===== config.mk =====
export PLATFORM = sky130hd
export DESIGN_NAME = vram_addr_map
export DESIGN_NICKNAME = d
export VERILOG_FILES = /design/src/nes_mem_pkg.sv /design/src/vram_addr_map.sv
export SDC_FILE = /design/constraint.sdc
export NUM_CORES = 1
export LEC_CHECK = 0
export ABC_AREA = 1
export BUFFER_PORTS_ARGS = -buffer_cell sky130_fd_sc_hd__buf_2
export CORE_AREA = 2 2 39 41
export DETAILED_ROUTE_END_ITERATION = 6
export DIE_AREA = 0 0 41 43
export SETUP_SLACK_MARGIN = 0.1
export SLEW_MARGIN = 20
export SYNTH_ARGS = -nofsm -noshare
export SYNTH_HDL_FRONTEND = slang
export SYNTH_SLANG_ARGS = --single-unit

===== constraint.sdc =====
create_clock -name vclk -period 1.1
set_clock_uncertainty 0.2 [all_clocks]
set_input_delay 0.33 -clock vclk [all_inputs]
set_output_delay 0.33 -clock vclk [all_outputs]
set_load 0.005 [all_outputs]

===== src/nes_mem_pkg.sv =====
// Widths, PPU register numbers and memory sizes shared by all decoder RTL; import wherever needed
package nes_mem_pkg;

	////////////////////////////////////////////////////////////
	// Bus and index types
	////////////////////////////////////////////////////////////

	// One data byte, CPU or PPU side
	typedef logic [7:0]  byte_t;
	// CPU address bus, also the raw VRAM pointer
	typedef logic [15:0] cpu_addr_t;
	// Physical video RAM index after folding
	typedef logic [13:0] vram_addr_t;
	typedef logic [7:0]  oam_addr_t;
	typedef logic [10:0] ram_addr_t;
	typedef logic [2:0]  reg_idx_t;

	// Decode result of the first stage
	typedef enum logic [2:0] {
		REGION_RAM,
		REGION_PPU_REG,
		REGION_JOY1,
		REGION_JOY2,
		REGION_NONE
	} cpu_region_e;

	////////////////////////////////////////////////////////////
	// PPU register numbers, low 3 address bits
	////////////////////////////////////////////////////////////
	localparam reg_idx_t REG_CTRL1     = 3'd0;
	localparam reg_idx_t REG_CTRL2     = 3'd1;
	localparam reg_idx_t REG_STATUS    = 3'd2;
	localparam reg_idx_t REG_OAM_ADDR  = 3'd3;
	localparam reg_idx_t REG_OAM_DATA  = 3'd4;
	localparam reg_idx_t REG_SCROLL    = 3'd5;
	localparam reg_idx_t REG_VRAM_ADDR = 3'd6;
	localparam reg_idx_t REG_VRAM_DATA = 3'd7;

	// Memory sizes in bytes
	localparam int WORK_RAM_DEPTH = 2048;
	localparam int VRAM_DEPTH     = 16384;
	localparam int OAM_DEPTH      = 256;

	// Palette start; CPU reads from here up skip the read buffer
	localparam vram_addr_t PALETTE_BASE = 14'h3F00;
	localparam int CTRL1_INC32_BIT = 2;
	// Joypad byte addresses
	localparam cpu_addr_t JOY1_ADDR = 16'h4016;
	localparam cpu_addr_t JOY2_ADDR = 16'h4017;

endpackage


===== src/vram_addr_map.sv =====
// Video address folding, shared by the CPU and PPU sides; maps a 16-bit pointer to a physical VRAM index
`timescale 1ns/1ps

module vram_addr_map (
	input  nes_mem_pkg::cpu_addr_t  addr,
	input  logic                    h_mirror,
	input  logic                    v_mirror,
	output nes_mem_pkg::vram_addr_t phys
);
	import nes_mem_pkg::*;

	vram_addr_t wrapped;
	logic       is_palette;
	logic       is_nametable;

	// 16 KB space, top two bits dropped
	assign wrapped = addr[13:0];
	assign is_palette = (wrapped >= PALETTE_BASE);
	// 0x2000-0x3EFF
	assign is_nametable = wrapped[13] && !is_palette;

	////////////////////////////////////////////////////////////
	// Mirror folding
	////////////////////////////////////////////////////////////

	always_comb begin
		phys = wrapped;
		if (is_palette) begin
			// 32 palette bytes repeat up to 0x3FFF
			phys = PALETTE_BASE | vram_addr_t'(wrapped[4:0]);
		end else if (is_nametable) begin
			// 0x3000-0x3EFF is a copy of 0x2000
			phys[12] = 1'b0;
			if (v_mirror) begin
				// Left and right tables shared
				phys[11] = 1'b0;
			end else if (h_mirror) begin
				// Top and bottom tables shared
				phys[10] = wrapped[11];
				phys[11] = 1'b0;
			end
			// Neither set, four-screen
		end
	end

	// Only one mirroring mode at a time
	mirror_mode_a: assert #0 (!(h_mirror && v_mirror))
		else $error("h_mirror and v_mirror both set");

endmodule


# Word level (Yosys, flattened, before mapping)
# Index checks and enable logic that the tools add are counted.
word_totals:
  reg_bits: 0
  word_cells: 10
classes:
  n_lt_le_gt_ge: 1
  mux: 7
  n_reduce_logical: 2
ops:
  columns: ["operator", "n"]
  rows:
  - [">= comparator 14 bit (second input constant)", 1]
  - ["2-to-1 mux 10 bit", 1]
  - ["2-to-1 mux 3 bit", 2]
  - ["2-to-1 mux 1 bit", 3]
  - ["2-to-1 mux 2 bit", 1]
  - ["logical AND 1 bit", 1]
  - ["logical NOT 1 bit", 1]

# Logic depth before layout (Yosys ltp)
depth:
  depth_word: 5
  ltp_mapped: 4
  ltp_nobuf: 4

# Worst setup path before layout
# No wires, ideal clock.
synth_timing:
  path_kind: "input port to output port"
  start: "input port addr[8]"
  end: "output port phys[12]"
  arrival_ns: 0.670
  required_ns: 0.570
  slack_ns: -0.100
  cell_stages: 4
  path_buffers: 0
  cell_sequence: "nand2_1 nor2_4 nand2_2 o21ai_0"
synth_between:
  elab_chain_cells: 5
synth_rtl:
  columns: ["item", "line", "source"]
  rows:
  - ["start, declared", "vram_addr_map.sv:5", "input nes_mem_pkg::cpu_addr_t addr,"]
  - [">= comparator 14 bit *", "vram_addr_map.sv:18", "assign is_palette = (wrapped >= PALETTE_BASE);"]
  - ["logical NOT 1 bit", "vram_addr_map.sv:20", "assign is_nametable = wrapped[13] && !is_palette;"]
  - ["logical AND 1 bit", "vram_addr_map.sv:20", null]
  - ["2-to-1 mux 3 bit", "vram_addr_map.sv:31", "end else if (is_nametable) begin"]
  - ["2-to-1 mux 3 bit *", "vram_addr_map.sv:28", "if (is_palette) begin"]
  - ["end, declared", "vram_addr_map.sv:8", "output nes_mem_pkg::vram_addr_t phys"]
# Mark *: on every way between the ends. The rest lies on a longest branch, timed or not.

# Final worst setup path
layout_timing:
  start: "input port addr[11]"
  end: "output port phys[12]"
# Same word-level chain as after synthesis.

==> results.toml <==
[power_and_ir_drop]
p_per_area_nw_per_um2 = 344
vdd_drop_max_mv = 0.0490
finalPower_mw = 0.122
p_leak_nw = 0.189

[timing]
fmax_mhz = 716
setup_viol = 8
fin_crit_ns = 1.40
finalCritPeriodShare_pct = 127
slew_headroom_pct = 90.9
rsz0062_at_grt = "yes"
final-hold-violation-count = 0
hold_ws_ns = 0.460
fin_ws_ns = -0.297
slew_viol_final = 0
tightest_slew_ns = 0.134

[place]
io_buffers = 20
dp_cells = 56
pre_cts_slack_ns = -0.363
hpwl_um = 406
place.gp.congestion = 0.505

[floorplan]
core_um2 = 1380
initial_utilization_pct = 10.8
die_y_um = 43
rows = 14
ios = 32
die_area_um2 = 1760
die_w_um = 41

[drt]
wire_per_inst_um = 8.69
antenna_left = 0
initialDrtViolationCount = 1
wl_um = 504
drtPass1Iterations = 2
viasPerCell = 3.74
route.detailed.drc = 0
vias = 217

[final_layout]
nets = 62
n_antenna_cell = 0
ff_latch_area_um2 = 0
fin_cells = 58
fill_cells = 149
drive_gt1_share_pct = 73.8
final_cell_mix = "buf_2 (12), buf_8 (5), buf_6 (5)"
seq_cells = 0
area_growth_pct = 138
layout_commonest_cell = "buf_2"
clockBufferCount = 0
fin_util_pct = 25.6

[outcome]
status = "finished, violations left"
violations = "setup timing"

[logic_synthesis]
syn_area_um2 = 149
synthCells = 27
synth.avg_cell_area_um2 = 5.51
ys_seq_area_share_pct = 0
synth_cell_types = 11
synthesis.nets = 45
ys_warn_count = 0

[job]
max-cap-violations = 0

[worst_setup_path]
worstPathRequired_ns = 0.57
cp.arrival_ns = 0.87
critical_path_class = "in2out"
crit_path_top_delay_cell = "nor2_4"
crit_start = "addr[11]"
slowest_delay_ns = 0.13
path_max_fanout = 4
cp-end-kind = "output pin"
crit_chain = "buf_8, nand2_8, nor2_4, nand2_2, o21ai_2, buf_2"
critPathLaunchType = "input pin"

[global_route]
grt_pass1_wl_um = 731
grt_antenna_before_repair = 0
grt.overflow.total = 0
grt_max_degree = 7
grt_pass1_vias = 222
gr-usage-all-layers_pct = 5.69

[min_path]
hp-start = "addr[0]"
hold_path_end = "phys[0]"
hp-class = "in2out"
holdPathStages = 0

[clock_tree]
hold_buffers = 0
==> power breakdown <==
group          total, mW  switching [mW]  internal (mW)
Sequential             0               0              0
Combinational      0.122          0.0461         0.0758
Clock                  0               0              0
==> worst max-delay path: cells and delay by family <==
kind / cells / cell delay, ns
compound gates: 1 / 0.06
buf+inv: 2 / 0.21
simple gates: 3 / 0.28
==> worst max-delay path by stage <==
| stage | endpoint | slack, ns |
|---|---|---|
| finish | phys[12] | -0.30 |
| global route | phys[12] | -0.34 |
| CTS | phys[12] | -0.29 |
| detailed placement | phys[12] | -0.36 |
| global placement | phys[12] | -0.36 |
| floorplan | phys[5] | -0.06 |
==> area by class of cell <==
cell class                 instances  area (µm²)  area share, %
inverter                           3        11.3           3.18
multi-input combinational         16         124           35.0
timing repair buffer              23         199           56.2
tap                               16        20.0           5.65
==> synthesized netlist by cell type <==
cell | instances | area (µm²)
nand2_1 | 6 | 22.5
inv_2 | 1 | 3.75
nand3_1 | 2 | 10.0
nand2_2 | 1 | 6.26
a21boi_0 | 3 | 22.5
nand4_1 | 1 | 6.26
inv_1 | 2 | 7.51
nor2_4 | 1 | 11.3
clkbuf_1 | 3 | 11.3
buf_4 | 5 | 37.5
o21ai_0 | 2 | 10.0
==> cells by family after synthesis <==
logic type             share of synthesized area (%)
AND/OR/NAND/NOR                                 37.8
buffers and inverters                           40.3
AO/OA/AOI/OAI                                   21.8
==> metrics by stage <==
step | cell area (µm²) | setup TNS [ns]
floorplan | 176 | -0.325
global placement | 255 | -2.03
detailed placement | 255 | -2.04
CTS | 329 | -1.74
global route | 354 | -1.99
finish | 354 | -1.73
==> metal layers <==
metal  GRT usage [%]  up-vias  share of wire (%)
li1                -      111                  -
met1            3.48       96                 25
met2            13.8       10                 66
met3           0.524        0                8.9
met4           0.667        0                  0
met5               0        -                  0
==> timing repair <==
item	in CTS	in global routing
endpoints found under the setup margin	9	9
pin swaps	5	3
gates resized for setup	16	7
buffers inserted	2	0
Note: power is estimated with default switching activity, not from simulation.
