--- src/nes_mem_pkg.sv ---
// Widths, PPU register numbers and memory sizes shared by all decoder RTL; import wherever needed
package nes_mem_pkg;

	////////////////////////////////////////////////////////////
	// Bus and index types
	////////////////////////////////////////////////////////////

	// One data byte, CPU or PPU side
	typedef logic [7:0]  byte_t;
	// CPU address bus, also the raw VRAM pointer
	typedef logic [15:0] cpu_addr_t;
	// Physical video RAM index after folding
	typedef logic [13:0] vram_addr_t;
	typedef logic [7:0]  oam_addr_t;
	typedef logic [10:0] ram_addr_t;
	typedef logic [2:0]  reg_idx_t;

	// Decode result of the first stage
	typedef enum logic [2:0] {
		REGION_RAM,
		REGION_PPU_REG,
		REGION_JOY1,
		REGION_JOY2,
		REGION_NONE
	} cpu_region_e;

	////////////////////////////////////////////////////////////
	// PPU register numbers, low 3 address bits
	////////////////////////////////////////////////////////////
	localparam reg_idx_t REG_CTRL1     = 3'd0;
	localparam reg_idx_t REG_CTRL2     = 3'd1;
	localparam reg_idx_t REG_STATUS    = 3'd2;
	localparam reg_idx_t REG_OAM_ADDR  = 3'd3;
	localparam reg_idx_t REG_OAM_DATA  = 3'd4;
	localparam reg_idx_t REG_SCROLL    = 3'd5;
	localparam reg_idx_t REG_VRAM_ADDR = 3'd6;
	localparam reg_idx_t REG_VRAM_DATA = 3'd7;

	// Memory sizes in bytes
	localparam int WORK_RAM_DEPTH = 2048;
	localparam int VRAM_DEPTH     = 16384;
	localparam int OAM_DEPTH      = 256;

	// Palette start; CPU reads from here up skip the read buffer
	localparam vram_addr_t PALETTE_BASE = 14'h3F00;
	localparam int CTRL1_INC32_BIT = 2;
	// Joypad byte addresses
	localparam cpu_addr_t JOY1_ADDR = 16'h4016;
	localparam cpu_addr_t JOY2_ADDR = 16'h4017;

endpackage

--- src/ppu_reg_file.sv ---
// Second decoder stage; PPU control, scroll, OAM and VRAM pointers, write toggle and VRAM read buffer
`timescale 1ns/1ps

module ppu_reg_file (
	input  logic                     clk,
	input  logic                     rst,
	input  nes_mem_pkg::cpu_region_e region,
	input  nes_mem_pkg::reg_idx_t    reg_idx,
	input  nes_mem_pkg::byte_t       cpu_data_in,
	input  logic                     cpu_write_en,
	input  logic                     cpu_read_en,
	input  nes_mem_pkg::vram_addr_t  vram_cpu_phys,
	input  nes_mem_pkg::byte_t       vram_cpu_rdata,
	input  nes_mem_pkg::byte_t       oam_cpu_rdata,
	input  nes_mem_pkg::byte_t       ppu_status,
	output nes_mem_pkg::byte_t       ppu_ctrl1,
	output nes_mem_pkg::byte_t       ppu_ctrl2,
	output logic [15:0]              ppu_scroll,
	output logic                     ppu_status_read,
	output nes_mem_pkg::cpu_addr_t   vram_cpu_addr,
	output logic                     vram_cpu_we,
	output nes_mem_pkg::oam_addr_t   oam_cpu_addr,
	output logic                     oam_cpu_we,
	output nes_mem_pkg::byte_t       reg_read_data
);
	import nes_mem_pkg::*;

	logic      reg_wr;
	logic      reg_rd;
	logic      vram_access;
	logic      oam_access;
	logic      buffered;
	logic      write_toggle;
	byte_t     read_buf;
	cpu_addr_t vram_step;

	////////////////////////////////////////////////////////////
	// Access decode
	////////////////////////////////////////////////////////////

	assign reg_wr = (region == REGION_PPU_REG) && cpu_write_en;
	assign reg_rd = (region == REGION_PPU_REG) && cpu_read_en;

	// PPU clears vblank on this pulse
	assign ppu_status_read = reg_rd && (reg_idx == REG_STATUS);
	assign vram_cpu_we = reg_wr && (reg_idx == REG_VRAM_DATA);
	assign oam_cpu_we = reg_wr && (reg_idx == REG_OAM_DATA);

	// Data port accesses, read or write, advance the pointers
	assign vram_access = (reg_wr || reg_rd) && (reg_idx == REG_VRAM_DATA);
	assign oam_access = (reg_wr || reg_rd) && (reg_idx == REG_OAM_DATA);

	// Below palette space reads go through the buffer
	assign buffered = (vram_cpu_phys < PALETTE_BASE);
	// 32 steps one nametable row down
	assign vram_step = ppu_ctrl1[CTRL1_INC32_BIT] ? 16'd32 : 16'd1;

	////////////////////////////////////////////////////////////
	// Control, scroll and write toggle
	////////////////////////////////////////////////////////////

	always_ff @(posedge clk or negedge rst) begin
		if (!rst) begin
			ppu_ctrl1 <= '0;
			ppu_ctrl2 <= '0;
			ppu_scroll <= '0;
			write_toggle <= 1'b0;
		end else if (ppu_status_read) begin
			write_toggle <= 1'b0;
		end else if (reg_wr) begin
			case (reg_idx)
				REG_CTRL1: ppu_ctrl1 <= cpu_data_in;
				REG_CTRL2: ppu_ctrl2 <= cpu_data_in;
				REG_SCROLL: begin
					// X first, Y second
					if (write_toggle) begin
						ppu_scroll[15:8] <= cpu_data_in;
					end else begin
						ppu_scroll[7:0] <= cpu_data_in;
					end
					write_toggle <= !write_toggle;
				end
				REG_VRAM_ADDR: write_toggle <= !write_toggle;
				default: ;
			endcase
		end
	end

	// VRAM and OAM pointers
	always_ff @(posedge clk or negedge rst) begin
		if (!rst) begin
			vram_cpu_addr <= '0;
			oam_cpu_addr <= '0;
		end else begin
			// High byte on the first write, low byte on the second
			if (reg_wr && reg_idx == REG_VRAM_ADDR) begin
				if (write_toggle) begin
					vram_cpu_addr[7:0] <= cpu_data_in;
				end else begin
					vram_cpu_addr[15:8] <= cpu_data_in;
				end
			end else if (vram_access) begin
				vram_cpu_addr <= vram_cpu_addr + vram_step;
			end
			if (reg_wr && reg_idx == REG_OAM_ADDR) begin
				oam_cpu_addr <= cpu_data_in;
			end else if (oam_access) begin
				oam_cpu_addr <= oam_cpu_addr + 8'd1;
			end
		end
	end

	// Read buffer, loaded with the byte under the pointer
	always_ff @(posedge clk or negedge rst) begin
		if (!rst) begin
			read_buf <= '0;
		end else if (vram_access && reg_rd && buffered) begin
			read_buf <= vram_cpu_rdata;
		end
	end

	////////////////////////////////////////////////////////////
	// Register read value
	////////////////////////////////////////////////////////////

	always_comb begin
		case (reg_idx)
			REG_CTRL1:     reg_read_data = ppu_ctrl1;
			REG_CTRL2:     reg_read_data = ppu_ctrl2;
			REG_STATUS:    reg_read_data = ppu_status;
			REG_OAM_ADDR:  reg_read_data = oam_cpu_addr;
			REG_OAM_DATA:  reg_read_data = oam_cpu_rdata;
			REG_SCROLL:    reg_read_data = ppu_scroll[7:0];
			REG_VRAM_ADDR: reg_read_data = vram_cpu_addr[7:0];
			// Stale byte below palette, live byte above
			default:       reg_read_data = buffered ? read_buf : vram_cpu_rdata;
		endcase
	end

	// Status read has priority over writes in the toggle logic, so the CPU
	// must never strobe read and write in the same cycle
	strobe_excl_a: assert property (@(posedge clk) disable iff (!rst)
		!(cpu_write_en && cpu_read_en));

endmodule

--- config.mk ---
export PLATFORM = sky130hd
export DESIGN_NAME = ppu_reg_file
export DESIGN_NICKNAME = d
export VERILOG_FILES = /design/src/nes_mem_pkg.sv /design/src/ppu_reg_file.sv
export SDC_FILE = /design/constraint.sdc
export NUM_CORES = 1
export LEC_CHECK = 0
export ABC_AREA = 0
export BUFFER_PORTS_ARGS = -buffer_cell sky130_fd_sc_hd__buf_2
export CAP_MARGIN = 30
export CORE_ASPECT_RATIO = 0.75
export CORE_MARGIN = 10
export CORE_UTILIZATION = 55
export DETAILED_ROUTE_END_ITERATION = 10
export GPL_ROUTABILITY_DRIVEN = 0
export GPL_TIMING_DRIVEN = 0
export PLACE_DENSITY = 0.91
export SLEW_MARGIN = 5
export SYNTH_ARGS = -nofsm -noshare
export SYNTH_HDL_FRONTEND = slang
export SYNTH_SLANG_ARGS = --single-unit
--- constraint.sdc ---
create_clock -name clk -period 3.5 [get_ports clk]
set_clock_uncertainty 0.05 [all_clocks]
set_input_delay 0.7 -clock clk [delete_from_list [all_inputs] [get_ports clk]]
set_output_delay 0.7 -clock clk [all_outputs]
set_load 0.1 [all_outputs]
# After elaboration in Yosys (flattened, before gate mapping)
# Index checks and enable logic that the tools add are counted.
# Widths: inputs -> output; s select.
classes:
  n_eq_ne: 10
  add_sub_neg: 2
  order_cmp: 1
  muxes: 12
  n_reduce_logical: 26
  bitwise_logic: 2
op_table:
  columns: ["op", "n"]
  rows:
  - ["$pmux 8 s7", 1]
  - ["$mux 8", 5]
  - ["$mux 16", 2]
  - ["$add 16x6->16", 1]
  - ["$lt 14x14->1 const B", 1]
  - ["$eq 3x3->1 const B", 4]
  - ["$logic_and 1x1->1", 11]
  - ["$add 8x1->8 const B", 1]
  - ["$reduce_and 4->1", 2]
  - ["$reduce_bool 2->1", 4]
  - ["$eq 3x1->1 const B", 2]
  - ["$eq 3x2->1 const B", 2]
  - ["$mux 6", 1]
  - ["$reduce_and 2->1", 3]
  - ["$reduce_and 3->1", 2]
  - ["$ne 2x2->1 const B", 2]
  - ["$logic_not 3->1", 1]
  - ["$mux 1", 3]
  - ["$not 1->1", 2]
  - ["$reduce_or 2->1", 1]
  - ["$logic_not 1->1", 1]
  - ["$logic_or 1x1->1", 1]
word_totals:
  regBits: 65
  out_inout_bits: 67
  in_bits: 56
  wordCells: 62

# Depth between registers and ports, before layout
depth:
  word_depth: 6
  depth_mapped: 9
  ltp_nobuf: 6

# Least setup slack after synthesis
# Ideal clock, no wire load.
synth_timing:
  path_type: "input to output"
  from: "input reg_idx[2]"
  to: "output oam_cpu_we"
  slack_ns: -2.024
  arrival_ns: 4.774
  required_time_ns: 2.750
  path_buffers: 3
  cell_stages: 4
  cell_sequence: "clkbuf_1 clkbuf_1 clkbuf_1 nor4b_1"
synth_between:
  elab_chain_len: 2
synth_lines:
  columns: ["item", "line", "text"]
  rows:
  - ["from (decl)", "ppu_reg_file.sv:8", "input nes_mem_pkg::reg_idx_t reg_idx,"]
  - ["$eq 3x3->1", "ppu_reg_file.sv:47", "assign oam_cpu_we = reg_wr && (reg_idx == REG_OAM_DATA);"]
  - ["$logic_and 1x1->1", "ppu_reg_file.sv:47", null]
  - ["to (decl)", "ppu_reg_file.sv:23", "output logic oam_cpu_we,"]
# No other way between the ends.

# Worst setup path after layout
layout_timing:
  from: "input reg_idx[2]"
  to: "output reg_read_data[6]"
layout_between:
  elab_chain_len: 2
  word_cells_on_any_way: 8
  classes_between: "eq/ne: 6; mux: 1; reduce/logical: 1"
layout_lines:
  columns: ["item", "line", "text"]
  rows:
  - ["$eq 3x3->1, or another cell as far along", "ppu_reg_file.sv:127", "case (reg_idx)"]
  - ["$pmux 8 s7 (*)", "ppu_reg_file.sv:127", null]
  - ["to (decl)", "ppu_reg_file.sv:24", "output nes_mem_pkg::byte_t reg_read_data"]
# Mark *: on every way between the ends. The rest lies on a longest branch, timed or not.

==> impl_metrics.json <==
{
  "die_w_um": 116,
  "hold_viol": 0,
  "synth_commonest_cells": "65 x dfrtp_1, 43 x mux2_2, 33 x nor2_1",
  "fin_cells": 584,
  "setup_viol": 0,
  "via_count": 3881,
  "synthArstFlopShare_pct": 100,
  "antenna_found_initial": 0,
  "drt-total-wl_mm": 13.2,
  "worst_pin_slew_ns": 0.909,
  "path_max_fanout": 10,
  "antenna_left": 0,
  "htreeDepth": 3,
  "avgRoutedWirePerCell_um": 22.6,
  "p_total_mw": 2.70,
  "synth_edf_count": 0,
  "yosys.area.top_type_share_pct": 43.0,
  "synthCells": 372,
  "synth_flop_cell": "dfrtp_1",
  "cp_common_cell": "clkbuf_2",
  "slowest_delay_ns": 0.38,
  "hold_path.class": "input port to async pin",
  "synth_nets": 432,
  "seq_area_frac_synth_pct": 43.0,
  "std_cell_rows": 26,
  "die_y_um": 91.8,
  "rsz0062_at_grt": "false",
  "p_seq_share_pct": 34.5,
  "crit_chain": "buf_2 > clkbuf_2 > clkbuf_2 > clkbuf_1 > nand3_1 > o21ai_4 > buf_4",
  "grt_max_degree": 66,
  "synth-seq-cells": 65,
  "min_period_ns": 3.37,
  "clk_path_buf_depth": 2,
  "switching_share_pct": 46.3,
  "cts.clk_slew.worst_paths_ns": 0.08,
  "dieArea_sq_mm": 0.0106,
  "critPathArrivalTime_ns": 2.62,
  "cts_buffers": 9,
  "area_delta_synth_final_pct": 26.4,
  "track_usage_pct": 24.5,
  "max_slew_margin_pct": 39.2,
  "antenna_cells": 0,
  "status": "completed",
  "drc_errors": 0,
  "avgViaCountPerCell": 6.65,
  "min_period_over_period_pct": 96.2,
  "critPathLaunchType": "input port",
  "intPower_mw": 1.45,
  "layout-drive-gt1-share_pct": 40.8,
  "post-cts-setup-buffers": 0,
  "avgSynthCellArea_sq_um": 10.2,
  "clockPowerShare_pct": 26.4,
  "cts.sinks": 65,
  "powerDensity_mw_per_mm2": 564,
  "drt_iter0_markers": 390,
  "crit_required_ns": 2.75,
  "max_freq_ghz": 0.297,
  "netlist_area_sq_mm": 0.00378,
  "irDropWorstVdd_mv": 0.476,
  "dpl.cell_count": 569,
  "critical_path_class": "input port to output port",
  "root_buffer": "clkbuf_8",
  "yosysMostFrequentCell": "dfrtp_1",
  "placed_area_sq_mm": 0.00454,
  "nNetsFinal": 555,
  "end_kind": "output port",
  "initial_utilization_pct": 56.1,
  "p_leak_nw": 2.27,
  "clock_latency_ns": 0.36,
  "cts_tree": "done",
  "maxCapViolCount": 0,
  "ios": 123,
  "fin_setup_tns_ns": 0,
  "drtPass1Iterations": 6,
  "ctsHoldBuffers": 0,
  "ys_types": 49,
  "yosysWarningCount": 0,
  "postLayoutCellArea_sq_mm": 0.00478,
  "grt_pass1_wl_mm": 20.4,
  "grt_pass1_vias": 3888,
  "p_sw_mw": 1.25,
  "port_buffers": 112,
  "crit_slowest_cell": "clkbuf_1",
  "combPwrFrac_pct": 39.1,
  "core-area_sq_mm": 0.00673,
  "timing.final.max_slew_violations": 0,
  "ys_top_cells_by_area": "dfrtp_1 43%, mux2_2 13%, mux2i_1 4.0%",
  "dpl.hpwl_mm": 9.87,
  "synth_top_area_cell": "dfrtp_1",
  "overflow": 0
}
## registers in the layout, summed over array words and instances (netlist names)
name	flops
oam_cpu_addr	8
ppu_ctrl1	8
ppu_ctrl2	8
ppu_scroll	16
read_buf	8
vram_cpu_addr	16
write_toggle	1
## logic make-up (layout without fill, tap and decap cells)
logic type,count (synthesis),count (layout),share of synthesized area (%)
and+or+nand+nor,117,117,16.6
AOI/OAI and AO/OA,97,97,16.7
DFF,65,65,43.0
muxes,62,62,19.2
buffers and inverters,25,153,2.65
adders and majority gates,4,4,1.32
xor gates and xnor gates,2,2,0.464
## per-stage QoR
| step | utilization [%] | hold WS, ns | worst slack [ns] |
|---|---|---|---|
| 2_1_floorplan | - | 0.354 | -0.610 |
| 3_3_place_gp | 67.2 | 0.434 | -0.293 |
| 3_5_place_dp | 67.4 | 0.444 | -0.338 |
| 4_1_cts | 70.8 | 0.420 | 0.0411 |
| 5_1_grt | 70.9 | 0.436 | 0.00413 |
| 6_report | 70.9 | 0.386 | 0.135 |
## final timing paths
check                           cells past startpoint  slack (ns)                to             start
worst max-delay path                                7        0.13  reg_read_data[6]        reg_idx[2]
worst min-delay path                                1        0.39  vram_cpu_addr[1]               rst
worst max register to register                      5        1.42  vram_cpu_addr[7]  vram_cpu_addr[5]
worst min register to register                      1        0.46     ppu_scroll[8]     ppu_scroll[8]
max in group asynchronous                           1        2.47      ppu_ctrl1[6]               rst
min in group clk                                    1        0.46     ppu_scroll[8]     ppu_scroll[8]
## power groups by stage
| stage | Clock (mW) | Combinational (mW) | Sequential [mW] |
|---|---|---|---|
| 2_1_floorplan | 0 | 0.330 | 1.41 |
| 3_3_place_gp | 0 | 1.02 | 0.928 |
| 3_5_place_dp | 0 | 1.04 | 0.938 |
| 5_1_grt | 0.755 | 1.09 | 0.941 |
| 4_1_cts | 0.714 | 1.05 | 0.924 |
| 6_report | 0.711 | 1.05 | 0.930 |
## metal layers
metal	wire length, um	track usage, %	part of all wire [%]
met5	0	0	0
met4	369	7.90	2.8
met3	2010	12.2	15
met2	5780	37.1	44
met1	5030	29.8	38
## worst max-delay path, delay by kind of cell
family / cells / cell delay [ns]
AND/OR/NAND/NOR: 1 / 0.33
AO/OA/AOI/OAI: 1 / 0.22
buffers and inverters: 5 / 1.36
## final cells by class
class,count,area (sq um)
Multi-Input combinational cell,282,2130
Fill cell,503,1960
Sequential cell,65,1630
Timing Repair Buffer,113,588
Clock buffer,9,124
Tap cell,84,105
Clock inverter,7,93.8
Buffer,18,82.6
Inverter,6,22.5
## repair_timing
| item | in CTS | in global routing |
|---|---|---|
| hold endpoints to repair | 0 | 0 |
| setup endpoints to repair | 9 | 6 |
| resized for setup | 9 | 6 |
## cell usage in the layout (no fill, tap or decap), types with 6 or more instances in the layout
cell type	n
o21ai_0	20
clkbuf_8	9
nand4_1	7
buf_4	8
mux2i_1	15
a21oi_1	17
inv_1	6
a31oi_1	8
o22ai_1	6
buf_2	109
nand3_1	20
nor2b_1	6
nand2_1	23
nor2_1	32
mux2_2	43
clkbuf_1	8
o211ai_1	9
dfrtp_1	65
Note: power is estimated with default switching activity, not from simulation.
